### config.mk
export PLATFORM = sky130hd
export DESIGN_NAME = krypton_gpu_ctrl_top
export DESIGN_NICKNAME = d
export VERILOG_FILES = /design/src/design/krypton_pkg.sv /design/src/design/krypton_apb_regs.sv /design/src/design/krypton_work_dispatcher.sv /design/src/design/krypton_perf_counters.sv /design/src/design/krypton_gpu_ctrl_top.sv
export SDC_FILE = /design/constraint.sdc
export NUM_CORES = 1
export LEC_CHECK = 0
export ABC_AREA = 1
export BUFFER_PORTS_ARGS = -buffer_cell sky130_fd_sc_hd__buf_2
export CORE_MARGIN = 2
export CORE_UTILIZATION = 48
export CTS_CLUSTER_DIAMETER = 40
export DETAILED_ROUTE_END_ITERATION = 12
export PLACE_DENSITY = 0.77
export SKIP_LAST_GASP = 1
export SLEW_MARGIN = 20
export SYNTH_ARGS = -nofsm -noshare
export SYNTH_HDL_FRONTEND = slang
export SYNTH_SLANG_ARGS = --single-unit
### constraint.sdc
create_clock -name clk -period 4.4 [get_ports clk]
set_input_delay 0.44 -clock clk [delete_from_list [all_inputs] [get_ports clk]]
set_output_delay 0.44 -clock clk [all_outputs]
set_load 0.03 [all_outputs]
### src/design/krypton_pkg.sv
// Shared widths, dispatch and register enums, stream and APB structs, register bit positions
`default_nettype none

package krypton_pkg;

    // ====================
    // Widths
    // ====================

    // Shader program counter
    localparam int ADDR_WIDTH = 40;

    // Thread count and dispatch counters
    localparam int COUNT_WIDTH = 32;

    // Free-running cycle counter
    localparam int CYCLE_WIDTH = 64;

    localparam int APB_ADDR_WIDTH = 12;
    localparam int APB_DATA_WIDTH = 32;

    // ====================
    // Enums
    // ====================

    typedef enum logic {
        KIND_VERTEX = 1'b0,
        KIND_PIXEL  = 1'b1
    } dispatch_kind_e;

    // Word addresses, APB byte address without its two low bits
    typedef enum logic [APB_ADDR_WIDTH-3:0] {
        REG_CTRL      = 10'h000,
        REG_STATUS    = 10'h001,
        REG_FENCE_ACK = 10'h002,
        REG_CYCLES_LO = 10'h020,
        REG_CYCLES_HI = 10'h021,
        REG_VERTICES  = 10'h022,
        REG_PIXELS    = 10'h023
    } reg_word_e;

    // Bit positions inside the control registers
    localparam int CTRL_ENABLE_BIT  = 0;
    localparam int STATUS_BUSY_BIT  = 0;
    localparam int STATUS_FENCE_BIT = 1;
    localparam int FENCE_ACK_BIT    = 0;

    // ====================
    // Structs
    // ====================

    typedef struct packed {
        logic [ADDR_WIDTH-1:0]  shader_pc;
        logic [COUNT_WIDTH-1:0] thread_count;
    } shader_work_t;

    typedef struct packed {
        dispatch_kind_e kind;
        shader_work_t   work;
    } cluster_dispatch_t;

    typedef struct packed {
        logic                      sel;
        logic                      enable;
        logic                      write;
        logic [APB_ADDR_WIDTH-1:0] addr;
        logic [APB_DATA_WIDTH-1:0] wdata;
    } apb_req_t;

    typedef struct packed {
        logic [APB_DATA_WIDTH-1:0] prdata;
        logic                      pready;
        logic                      pslverr;
    } apb_resp_t;

    typedef struct packed {
        logic [CYCLE_WIDTH-1:0] cycles;
        logic [COUNT_WIDTH-1:0] vertices;
        logic [COUNT_WIDTH-1:0] pixels;
    } perf_counts_t;

endpackage

`default_nettype wire

### src/design/krypton_apb_regs.sv
// APB register block with dispatch enable, status, fence interrupt and counter read-back
`timescale 1ns/1ps
`default_nettype none

module krypton_apb_regs (
    input  logic                      clk,
    input  logic                      rst_n,
    input  krypton_pkg::apb_req_t     apb_req,
    output krypton_pkg::apb_resp_t    apb_resp,
    input  logic                      busy,
    input  logic                      fence_event,
    input  krypton_pkg::perf_counts_t perf,
    output logic                      dispatch_enable,
    output logic                      irq_fence
);

    // ====================
    // Decode
    // ====================

    krypton_pkg::reg_word_e                   word_addr;
    logic                                     access;
    logic                                     wr_access;
    logic                                     mapped;
    logic [krypton_pkg::APB_DATA_WIDTH-1:0]   rd_data;
    logic                                     ack_write;

    logic                                     pready_q;
    logic                                     pslverr_q;
    logic [krypton_pkg::APB_DATA_WIDTH-1:0]   prdata_q;

    assign word_addr = krypton_pkg::reg_word_e'(
        apb_req.addr[krypton_pkg::APB_ADDR_WIDTH-1:2]);

    // One access per transfer, the held access phase is ignored while pready is up
    assign access    = apb_req.sel && apb_req.enable && !pready_q;
    assign wr_access = access && apb_req.write;

    assign ack_write = wr_access && (word_addr == krypton_pkg::REG_FENCE_ACK)
                       && apb_req.wdata[krypton_pkg::FENCE_ACK_BIT];

    // Read mux and address map check
    always_comb begin
        mapped  = 1'b1;
        rd_data = '0;
        case (word_addr)
            krypton_pkg::REG_CTRL: begin
                rd_data[krypton_pkg::CTRL_ENABLE_BIT] = dispatch_enable;
            end
            krypton_pkg::REG_STATUS: begin
                rd_data[krypton_pkg::STATUS_BUSY_BIT]  = busy;
                rd_data[krypton_pkg::STATUS_FENCE_BIT] = irq_fence;
            end
            krypton_pkg::REG_FENCE_ACK: begin
                rd_data = '0;
            end
            krypton_pkg::REG_CYCLES_LO: begin
                rd_data = perf.cycles[krypton_pkg::APB_DATA_WIDTH-1:0];
            end
            krypton_pkg::REG_CYCLES_HI: begin
                rd_data = perf.cycles[krypton_pkg::CYCLE_WIDTH-1:krypton_pkg::APB_DATA_WIDTH];
            end
            krypton_pkg::REG_VERTICES: begin
                rd_data = perf.vertices;
            end
            krypton_pkg::REG_PIXELS: begin
                rd_data = perf.pixels;
            end
            default: begin
                mapped = 1'b0;
            end
        endcase
    end

    // ====================
    // Registers
    // ====================

    always_ff @(posedge clk or negedge rst_n) begin
        if (!rst_n) begin
            pready_q        <= 1'b0;
            pslverr_q       <= 1'b0;
            dispatch_enable <= 1'b0;
            irq_fence       <= 1'b0;
        end else begin
            pready_q  <= access;
            pslverr_q <= access && !mapped;

            if (wr_access && (word_addr == krypton_pkg::REG_CTRL)) begin
                dispatch_enable <= apb_req.wdata[krypton_pkg::CTRL_ENABLE_BIT];
            end

            // A new fence event wins over an ack in the same cycle
            if (fence_event) begin
                irq_fence <= 1'b1;
            end else if (ack_write) begin
                irq_fence <= 1'b0;
            end
        end
    end

    // Writes and unmapped reads return zero
    always_ff @(posedge clk) begin
        if (access) begin
            prdata_q <= apb_req.write ? '0 : rd_data;
        end
    end

    assign apb_resp = '{
        prdata:  prdata_q,
        pready:  pready_q,
        pslverr: pslverr_q
    };

endmodule

`default_nettype wire

### src/design/krypton_work_dispatcher.sv
// Round-robin distributor of vertex and pixel work into per-cluster holding slots
`timescale 1ns/1ps
`default_nettype none

module krypton_work_dispatcher #(
    parameter int NUM_CLUSTERS = 4
) (
    input  logic                           clk,
    input  logic                           rst_n,
    input  logic                           dispatch_enable,
    input  logic                           vs_valid,
    input  krypton_pkg::shader_work_t      vs_work,
    output logic                           vs_ready,
    input  logic                           ps_valid,
    input  krypton_pkg::shader_work_t      ps_work,
    output logic                           ps_ready,
    output logic [NUM_CLUSTERS-1:0]        cluster_valid,
    output krypton_pkg::cluster_dispatch_t cluster_dispatch [NUM_CLUSTERS],
    input  logic [NUM_CLUSTERS-1:0]        cluster_ready,
    output logic                           vs_fire,
    output logic                           ps_fire,
    output logic                           busy
);

    localparam int PTR_WIDTH = $clog2(NUM_CLUSTERS);
    localparam logic [PTR_WIDTH-1:0] LAST_PTR = PTR_WIDTH'(NUM_CLUSTERS - 1);

    logic [PTR_WIDTH-1:0]           rr_ptr;
    logic [NUM_CLUSTERS-1:0]        slot_drain;
    logic                           slot_open;
    logic                           accept;
    krypton_pkg::cluster_dispatch_t accept_item;

    // ====================
    // Arbitration
    // ====================

    assign slot_drain = cluster_valid & cluster_ready;

    // Slot at the pointer is empty or empties this cycle
    assign slot_open = !cluster_valid[rr_ptr] || cluster_ready[rr_ptr];

    // Pixel work only moves when no vertex work is offered
    assign vs_ready = dispatch_enable && slot_open;
    assign ps_ready = dispatch_enable && slot_open && !vs_valid;

    assign vs_fire = vs_valid && vs_ready;
    assign ps_fire = ps_valid && ps_ready;
    assign accept  = vs_fire || ps_fire;

    // Tag the winner with its kind
    always_comb begin
        if (vs_fire) begin
            accept_item.kind = krypton_pkg::KIND_VERTEX;
            accept_item.work = vs_work;
        end else begin
            accept_item.kind = krypton_pkg::KIND_PIXEL;
            accept_item.work = ps_work;
        end
    end

    // ====================
    // Slots and pointer
    // ====================

    always_ff @(posedge clk or negedge rst_n) begin
        if (!rst_n) begin
            rr_ptr        <= '0;
            cluster_valid <= '0;
        end else begin
            for (int i = 0; i < NUM_CLUSTERS; i++) begin
                if (accept && (rr_ptr == PTR_WIDTH'(i))) begin
                    cluster_valid[i] <= 1'b1;
                end else if (slot_drain[i]) begin
                    cluster_valid[i] <= 1'b0;
                end
            end

            // Wrap explicitly, NUM_CLUSTERS need not be a power of two
            if (accept) begin
                rr_ptr <= (rr_ptr == LAST_PTR) ? '0 : rr_ptr + 1'b1;
            end
        end
    end

    always_ff @(posedge clk) begin
        if (accept) begin
            cluster_dispatch[rr_ptr] <= accept_item;
        end
    end

    // Work waiting at the inputs or held in any slot
    assign busy = (|cluster_valid) || vs_valid || ps_valid;

endmodule

`default_nettype wire

### src/design/krypton_perf_counters.sv
// Free-running cycle counter and wrapping vertex and pixel dispatch counters
`timescale 1ns/1ps
`default_nettype none

module krypton_perf_counters (
    input  logic                      clk,
    input  logic                      rst_n,
    input  logic                      vs_fire,
    input  logic                      ps_fire,
    output krypton_pkg::perf_counts_t perf
);

    // ====================
    // Counters
    // ====================

    always_ff @(posedge clk or negedge rst_n) begin
        if (!rst_n) begin
            perf <= '0;
        end else begin
            // Counts every cycle since reset release
            perf.cycles <= perf.cycles + krypton_pkg::CYCLE_WIDTH'(1);

            // Dispatch counts, wrap on overflow
            if (vs_fire) begin
                perf.vertices <= perf.vertices + krypton_pkg::COUNT_WIDTH'(1);
            end
            if (ps_fire) begin
                perf.pixels <= perf.pixels + krypton_pkg::COUNT_WIDTH'(1);
            end
        end
    end

endmodule

`default_nettype wire

### src/design/krypton_gpu_ctrl_top.sv
// Control front end top level with APB registers, work dispatcher and performance counters
`timescale 1ns/1ps
`default_nettype none

module krypton_gpu_ctrl_top #(
    parameter int NUM_CLUSTERS = 4
) (
    input  logic                           clk,
    input  logic                           rst_n,

    // APB slave
    input  krypton_pkg::apb_req_t          apb_req,
    output krypton_pkg::apb_resp_t         apb_resp,

    // Vertex work stream
    input  logic                           vs_valid,
    input  krypton_pkg::shader_work_t      vs_work,
    output logic                           vs_ready,

    // Pixel work stream
    input  logic                           ps_valid,
    input  krypton_pkg::shader_work_t      ps_work,
    output logic                           ps_ready,

    // Shader cluster streams
    output logic [NUM_CLUSTERS-1:0]        cluster_valid,
    output krypton_pkg::cluster_dispatch_t cluster_dispatch [NUM_CLUSTERS],
    input  logic [NUM_CLUSTERS-1:0]        cluster_ready,

    // Fence and status
    input  logic                           fence_event,
    output logic                           irq_fence,
    output logic                           gpu_busy
);

    // ====================
    // Internal wires
    // ====================

    logic                      dispatch_enable;
    logic                      vs_fire;
    logic                      ps_fire;
    krypton_pkg::perf_counts_t perf;

    // ====================
    // Instances
    // ====================

    krypton_apb_regs krypton_apb_regs_inst (
        .clk             (clk),
        .rst_n           (rst_n),
        .apb_req         (apb_req),
        .apb_resp        (apb_resp),
        .busy            (gpu_busy),
        .fence_event     (fence_event),
        .perf            (perf),
        .dispatch_enable (dispatch_enable),
        .irq_fence       (irq_fence)
    );

    krypton_work_dispatcher #(
        .NUM_CLUSTERS (NUM_CLUSTERS)
    ) krypton_work_dispatcher_inst (
        .clk              (clk),
        .rst_n            (rst_n),
        .dispatch_enable  (dispatch_enable),
        .vs_valid         (vs_valid),
        .vs_work          (vs_work),
        .vs_ready         (vs_ready),
        .ps_valid         (ps_valid),
        .ps_work          (ps_work),
        .ps_ready         (ps_ready),
        .cluster_valid    (cluster_valid),
        .cluster_dispatch (cluster_dispatch),
        .cluster_ready    (cluster_ready),
        .vs_fire          (vs_fire),
        .ps_fire          (ps_fire),
        .busy             (gpu_busy)
    );

    krypton_perf_counters krypton_perf_counters_inst (
        .clk     (clk),
        .rst_n   (rst_n),
        .vs_fire (vs_fire),
        .ps_fire (ps_fire),
        .perf    (perf)
    );

endmodule

`default_nettype wire

# [After elaboration in Yosys (flattened, before gate mapping)]
# Cells that the tools add are included.
[op_classes] n_reduce_logical=33 magnitude_cmp=3 mux=23 n_addsub=4 eq_ne=9 n_bitwise=2
[ops] operator="$bwmux 292" n=1
[ops] operator="$demux 73 s2" n=1
[ops] operator="$mux 73" n=2
[ops] operator="$pmux 30 s4" n=1
[ops] operator="$add 32x1->32 const B" n=2
[ops] operator="$add 64x1->64 const B" n=1
[ops] operator="$eq 10x6->1 const B" n=4
[ops] operator="$logic_and 1x1->1" n=16
[ops] operator="$mux 1" n=13
[ops] operator="$eq 10x1->1 const B" n=1
[ops] operator="$eq 10x2->1 const B" n=1
[ops] operator="$logic_not 10->1" n=1
[ops] operator="$reduce_bool 2->1" n=5
[ops] operator="$reduce_or 7->1" n=1
[ops] operator="$pmux 1 s6" n=1
[ops] operator="$pmux 1 s5" n=1
[ops] operator="$and 4x4->4" n=1
[ops] operator="$bmux 1 s2" n=2
[ops] operator="$eq 2x2->1 const B" n=2
[ops] operator="$logic_not 1->1" n=4
[ops] operator="$logic_or 1x1->1" n=4
[ops] operator="$reduce_or 4->1" n=1
[ops] operator="$ge 3x3->1 const B" n=1
[ops] operator="$lt 2x3->1 const B" n=1
[ops] operator="6 further kinds" n=6
[word_totals] word_cells=99 output_inout_bits=334 regBits=462 in_bits=200

# [Depth between registers and ports, before layout]
[logic_depth] ltp_word=10 depth_mapped=11 ltp_nobuf=10

# [Hierarchy]
# From an unflattened synthesis, not the netlist that was laid out.
[unflattened] hier_cells=1898 hier_area_um2=19897.8
[modules_own_cells] module="krypton_work_dispatcher" seq_area_each_um2=8918.6 area_per_inst_um2=10182.3 cells_each=582 instances=1
[modules_own_cells] module="krypton_perf_counters" seq_area_each_um2=3203.1 area_per_inst_um2=7059.3 cells_each=943 instances=1
[modules_own_cells] module="krypton_apb_regs" seq_area_each_um2=1061.0 area_per_inst_um2=2656.3 cells_each=373 instances=1

# [Least setup slack after synthesis]
# Ideal clock, no wire load.
[synth_path] path_type="register to register" start="register krypton_work_dispatcher_inst.cluster_valid[1]" end="register, netlist name krypton_work_dispatcher_inst.cluster_dispatch[0]" t_required_ps=3895 period_less_slack_ps=4682 path_buffers=1 setup_ps=505 slack_ps=-282 path_stages_with_launch=7 arrival_time_ps=4177 path_cell_list="dfrtp_1 nand3_1 nand3_1 nand2_2 o211ai_1 clkbuf_1 nor2_1"
[synth_via] elab_chain_cells=8 word_cells_on_any_way=9 cone_classes="mux (2); reduce/logical (7)"
[synth_rtl] element="start, declared" line_no="krypton_work_dispatcher.sv:17" rtl="output logic [NUM_CLUSTERS-1:0] cluster_valid,"
[synth_rtl] element="start signal, assigned" line_no="krypton_work_dispatcher.sv:69" rtl="cluster_valid <= '0;"
[synth_rtl] element="start signal, assigned by index" line_no="krypton_work_dispatcher.sv:73" rtl="cluster_valid[i] <= 1'b1;"
[synth_rtl] element="start signal, assigned by index" line_no="krypton_work_dispatcher.sv:75" rtl="cluster_valid[i] <= 1'b0;"
[synth_rtl] element="$bmux 1 s2 *" line_no="krypton_work_dispatcher.sv:41" rtl="assign slot_open = !cluster_valid[rr_ptr] || cluster_ready[rr_ptr];"
[synth_rtl] element="$mux 1 (not written as such) *" line_no="krypton_work_dispatcher.sv:41"
[synth_rtl] element="$logic_not 1->1 *" line_no="krypton_work_dispatcher.sv:41"
[synth_rtl] element="$logic_or 1x1->1 *" line_no="krypton_work_dispatcher.sv:41"
[synth_rtl] element="$logic_and 1x1->1 *" line_no="krypton_work_dispatcher.sv:44, krypton_work_dispatcher.sv:45"
[synth_rtl] element="$logic_and 1x1->1" line_no="krypton_work_dispatcher.sv:45" rtl="assign ps_ready = dispatch_enable && slot_open && !vs_valid;"
[synth_rtl] element="$logic_and 1x1->1" line_no="krypton_work_dispatcher.sv:48" rtl="assign ps_fire = ps_valid && ps_ready;"
[synth_rtl] element="$logic_or 1x1->1 *" line_no="krypton_work_dispatcher.sv:49" rtl="assign accept = vs_fire || ps_fire;"
# Every way passes the cells marked *; elsewhere a longest branch is shown, timed or not. The select of a mux whose other input is x is not followed.
# A chain may end at the register's enable or synchronous reset.

==> summary.md <==
| Metric | Value |
|---|---|
| Die Area | 0.04372 mm2 |
| Clock Latency Late Sink | approximately 0.64 ns |
| R2r setup slk | around 1.8 ns |
| Hold/Removal Path Class | in2reg |
| Setup violators final | 0 |
| Area growth from synthesis to layout | 25.68% |
| Post-DP HPWL | between 40000 and 50000 um |
| Worst r2r src | krypton_work_dispatcher_inst.rr_ptr[0] |
| R2r endpoint | krypton_work_dispatcher_inst.cluster_dispatch[84] |
| Number of port buffers | 500 |
| Slew headroom | between 30% and 40% |
| Via count | roughly 17000 |
| Hold endpoint | krypton_work_dispatcher_inst.cluster_valid[2] |
| RSZ-0062 raised after global routing | false |
| Total track usage | 29.68% |
| CP max FO | 93 |
| Sequential power share | between 40% and 50% |
| Slowest CP cell | nand2_4 |
| CP Launch Type | flop |
| Worst min-delay path startpoint | cluster_ready[2] |
| Die Wd | approximately 210 um |
| Share of post-route cells with drive strength above 1 | 24.30% |
| Status | finished, final reports clean |
| P_sw | roughly 5700 uW |
| Worst path max stage delay | 0.55 ns |
| Final slew viol count | 0 |
| Initial cell density of the core | roughly 48% |
| Fillers | ~3400 |
| DR iter-0 viols | 1713 |
| Longest Clk Path Bufs | 3 |
| Nets | around 2800 |
| Initial antenna violation count | 6 |
| CTS Hold Bufs | 1 |
| Number of H-tree levels | 2 |
| Crit path cell chain | inv_2 -> nand3_1 -> nand3_1 -> nand2_2 -> inv_2 -> nor2_2 -> nand2_4 -> nand2_1 -> nand2_1 |
| Post-synthesis cell area | about 0.02 mm2 |
| Number of CTS-inserted buffers | 60 |
| Post-synthesis net count | between 2000 and 2500 |
| Hold-critical path depth | 4 |
| Die Ht | 209.1 um |
| Largest net degree at the start of global routing | between 90 and 100 |
| Combinational power share | a little over a quarter |
| Detailed Route WL | between 60000 and 70000 um |
| Pre-antenna DRT Iters | 5 |
| First-pass GRT wire length | about 97000 um |
| Clock-pin slew of the registers on the worst-case setup and hold paths | around 0.070 ns |
| Sequential share of the synthesized area | ~65% |
| Post-synthesis sequential element count | roughly 460 |
| Ys Warns | 0 |
| Critical Path RT | roughly 4.7 ns |
| Power Dens Cells | 601.6 mW/mm2 |
| Core Rows | 75 |
| Placer Congestion | roughly 0.98 |
| Clock Power Share | a little under a third |
| Detail Route Antenna Nets | 0 |
| Switching fraction of total power | a little under two fifths |
| Vias in the first global route | 16130 |
| Boundary pin count | approximately 530 |
| Cell variety after synth | 30 |
| Crit path capture type | flop |
| Post-CTS sizing | 0 |
| Power Total | about 15000 uW |
| CTS tree | done |
| Skew final | 0.03312 ns |
| Int Power | between 9000 and 10000 uW |
| Pre-CTS setup slack | ~1.6 ns |
| FMAX | between 300 and 400 MHz |
| Worst VDD drop | about 0.34 mV |
| Leak pwr | around 0.011 uW |
| Post-CTS setup buffers | 0 |
| Worst hold margin | approximately 0.068 ns |
| GRT overflow | 0 |
| Setup WS post-layout | 1.751 ns |
| Shortest period the worst path allows | ~2.6 ns |
| Syn_area_per_cell | 9.798 um2 |
| Mapped Cells | between 2000 and 2500 |
| Final period utilization | between 60% and 70% |
| Critical path class | reg2reg |
| Avg Vias per Cell | around 5.3 |
| Clk sinks | 462 |
| DR WL/cell | between 20 and 25 um |
| Slew @ Worst Pin | about 1.0 ns |
| Clk root buf | clkbuf_16 |
| Crit path arrival time | 2.93 ns |
| Drc violations | 0 |
| Reg2Reg Depth | 9 |
| Max_cap viols | 0 |
| Endpoints failing hold | 0 |
| Core area | roughly 0.042 mm2 |
==> cells in the mapped netlist, drive strengths merged <==
cell / instances / share of area (%)
a21oi: 1 / 0.025
and2: 1 / 0.031
buf: 40 / 1.2
clkbuf: 14 / 0.26
clkinv: 1 / 0.019
dfrtp: 138 / 17
edfxtp: 324 / 48
ha: 7 / 0.43
inv: 114 / 2.1
nand2: 797 / 15
nand3: 142 / 3.5
nand3b: 20 / 0.74
nand4: 23 / 0.71
nor2: 297 / 5.6
nor3: 6 / 0.20
o211ai: 1 / 0.037
o21ai: 51 / 1.3
o22ai: 1 / 0.031
xnor2: 31 / 1.3
xor2: 52 / 2.3
==> cells in the final DEF, fill, tap and decap left out, types with 8 or more instances in the layout <==
master,count
nand2_1,795
buf_2,499
edfxtp_1,324
nor2_1,285
nand3_1,141
dfrtp_1,138
inv_1,111
clkbuf_16,60
xor2_1,52
o21ai_0,50
xnor2_1,31
nand4_1,23
nand3b_1,20
buf_4,16
inv_6,13
clkinv_1,8
==> metrics by stage <==
| stage | cells | TNS, ns | cell area [um2] | util [%] |
|---|---|---|---|---|
| after floorplan | 2061 | -82.38 | 20190 | - |
| after global placement | 3066 | 0 | 23310 | 55.83 |
| after detailed placement | 3066 | 0 | 23320 | 55.84 |
| after CTS | 3180 | 0 | 25350 | 60.71 |
| after global routing | 3185 | 0 | 25380 | 60.77 |
| final | 3186 | 0 | 25380 | 60.78 |
==> flip-flops by register name, summed over array words and instances, names as in the netlist <==
name	cells
krypton_work_dispatcher_inst.cluster_dispatch	292
krypton_perf_counters_inst.perf	128
krypton_apb_regs_inst.prdata_q	32
krypton_work_dispatcher_inst.cluster_valid	4
krypton_work_dispatcher_inst.rr_ptr	2
krypton_apb_regs_inst.dispatch_enable	1
krypton_apb_regs_inst.irq_fence	1
krypton_apb_regs_inst.pready_q	1
krypton_apb_regs_inst.pslverr_q	1
==> worst max-delay path, delay by kind of cell, from the launching register on <==
kind                   cells  cell delay (ns)
DFF                        1             0.47
buffers and inverters      2             0.16
and+or+nand+nor            7             1.60
==> cells by family after synthesis <==
group | after synthesis | synth area share [%]
adder cells (fa/ha/maj) | 7 | 0.4337
XOR/XNOR | 83 | 3.600
buffers and inverters | 169 | 3.631
AND/OR/NAND/NOR | 1286 | 25.70
flip-flops | 462 | 65.28
AO/OA/AOI/OAI | 54 | 1.357
==> cell type report <==
| cell class | count | area (um2) | area share, % |
|---|---|---|---|
| clock inverters | 49 | 500.5 | 1.972 |
| multi-input cells | 1430 | 6322 | 24.91 |
| repair buffers | 522 | 2729 | 10.75 |
| inverters | 115 | 431.7 | 1.701 |
| well taps | 539 | 674.4 | 2.657 |
| flip-flops and latches | 462 | 13180 | 51.94 |
| diodes | 5 | 12.51 | 0.04930 |
| clock buffers | 64 | 1526 | 6.015 |
==> worst max path at each step <==
stage                                                  start                                                 end  slack [ns]  cells after the start
3_3_place_gp                                     apb_req[35]                   krypton_apb_regs_inst.prdata_q[5]        1.59                     11
2_1_floorplan  krypton_work_dispatcher_inst.cluster_valid[1]    krypton_work_dispatcher_inst.cluster_dispatch[0]       -0.28                      6
6_report              krypton_work_dispatcher_inst.rr_ptr[0]   krypton_work_dispatcher_inst.cluster_dispatch[84]        1.75                      9
5_1_grt               krypton_work_dispatcher_inst.rr_ptr[0]   krypton_work_dispatcher_inst.cluster_dispatch[84]        1.54                      9
4_1_cts               krypton_work_dispatcher_inst.rr_ptr[0]  krypton_work_dispatcher_inst.cluster_dispatch[101]        1.79                     10
3_5_place_dp                                     apb_req[35]                   krypton_apb_regs_inst.prdata_q[5]        1.55                     11
==> power groups by stage <==
stage / Sequential, uW / Clock, uW / Combinational (uW)
floorplan: 7810 / 0 / 1070
global placement: 6280 / 0 / 4060
detailed placement: 6310 / 0 / 4140
CTS: 6240 / 4930 / 4150
global route: 6310 / 5120 / 4360
finish: 6250 / 4870 / 4150
==> routing by layer <==
metal	GRT usage, %	part of all wire (%)	vias to the layer above
li1	-	-	7808
met3	9.197	10	159
met1	37.25	39	8082
met5	0	0.020	-
met4	14.24	4.8	2
met2	47.06	46	893
(Power assumes the default switching activity.)
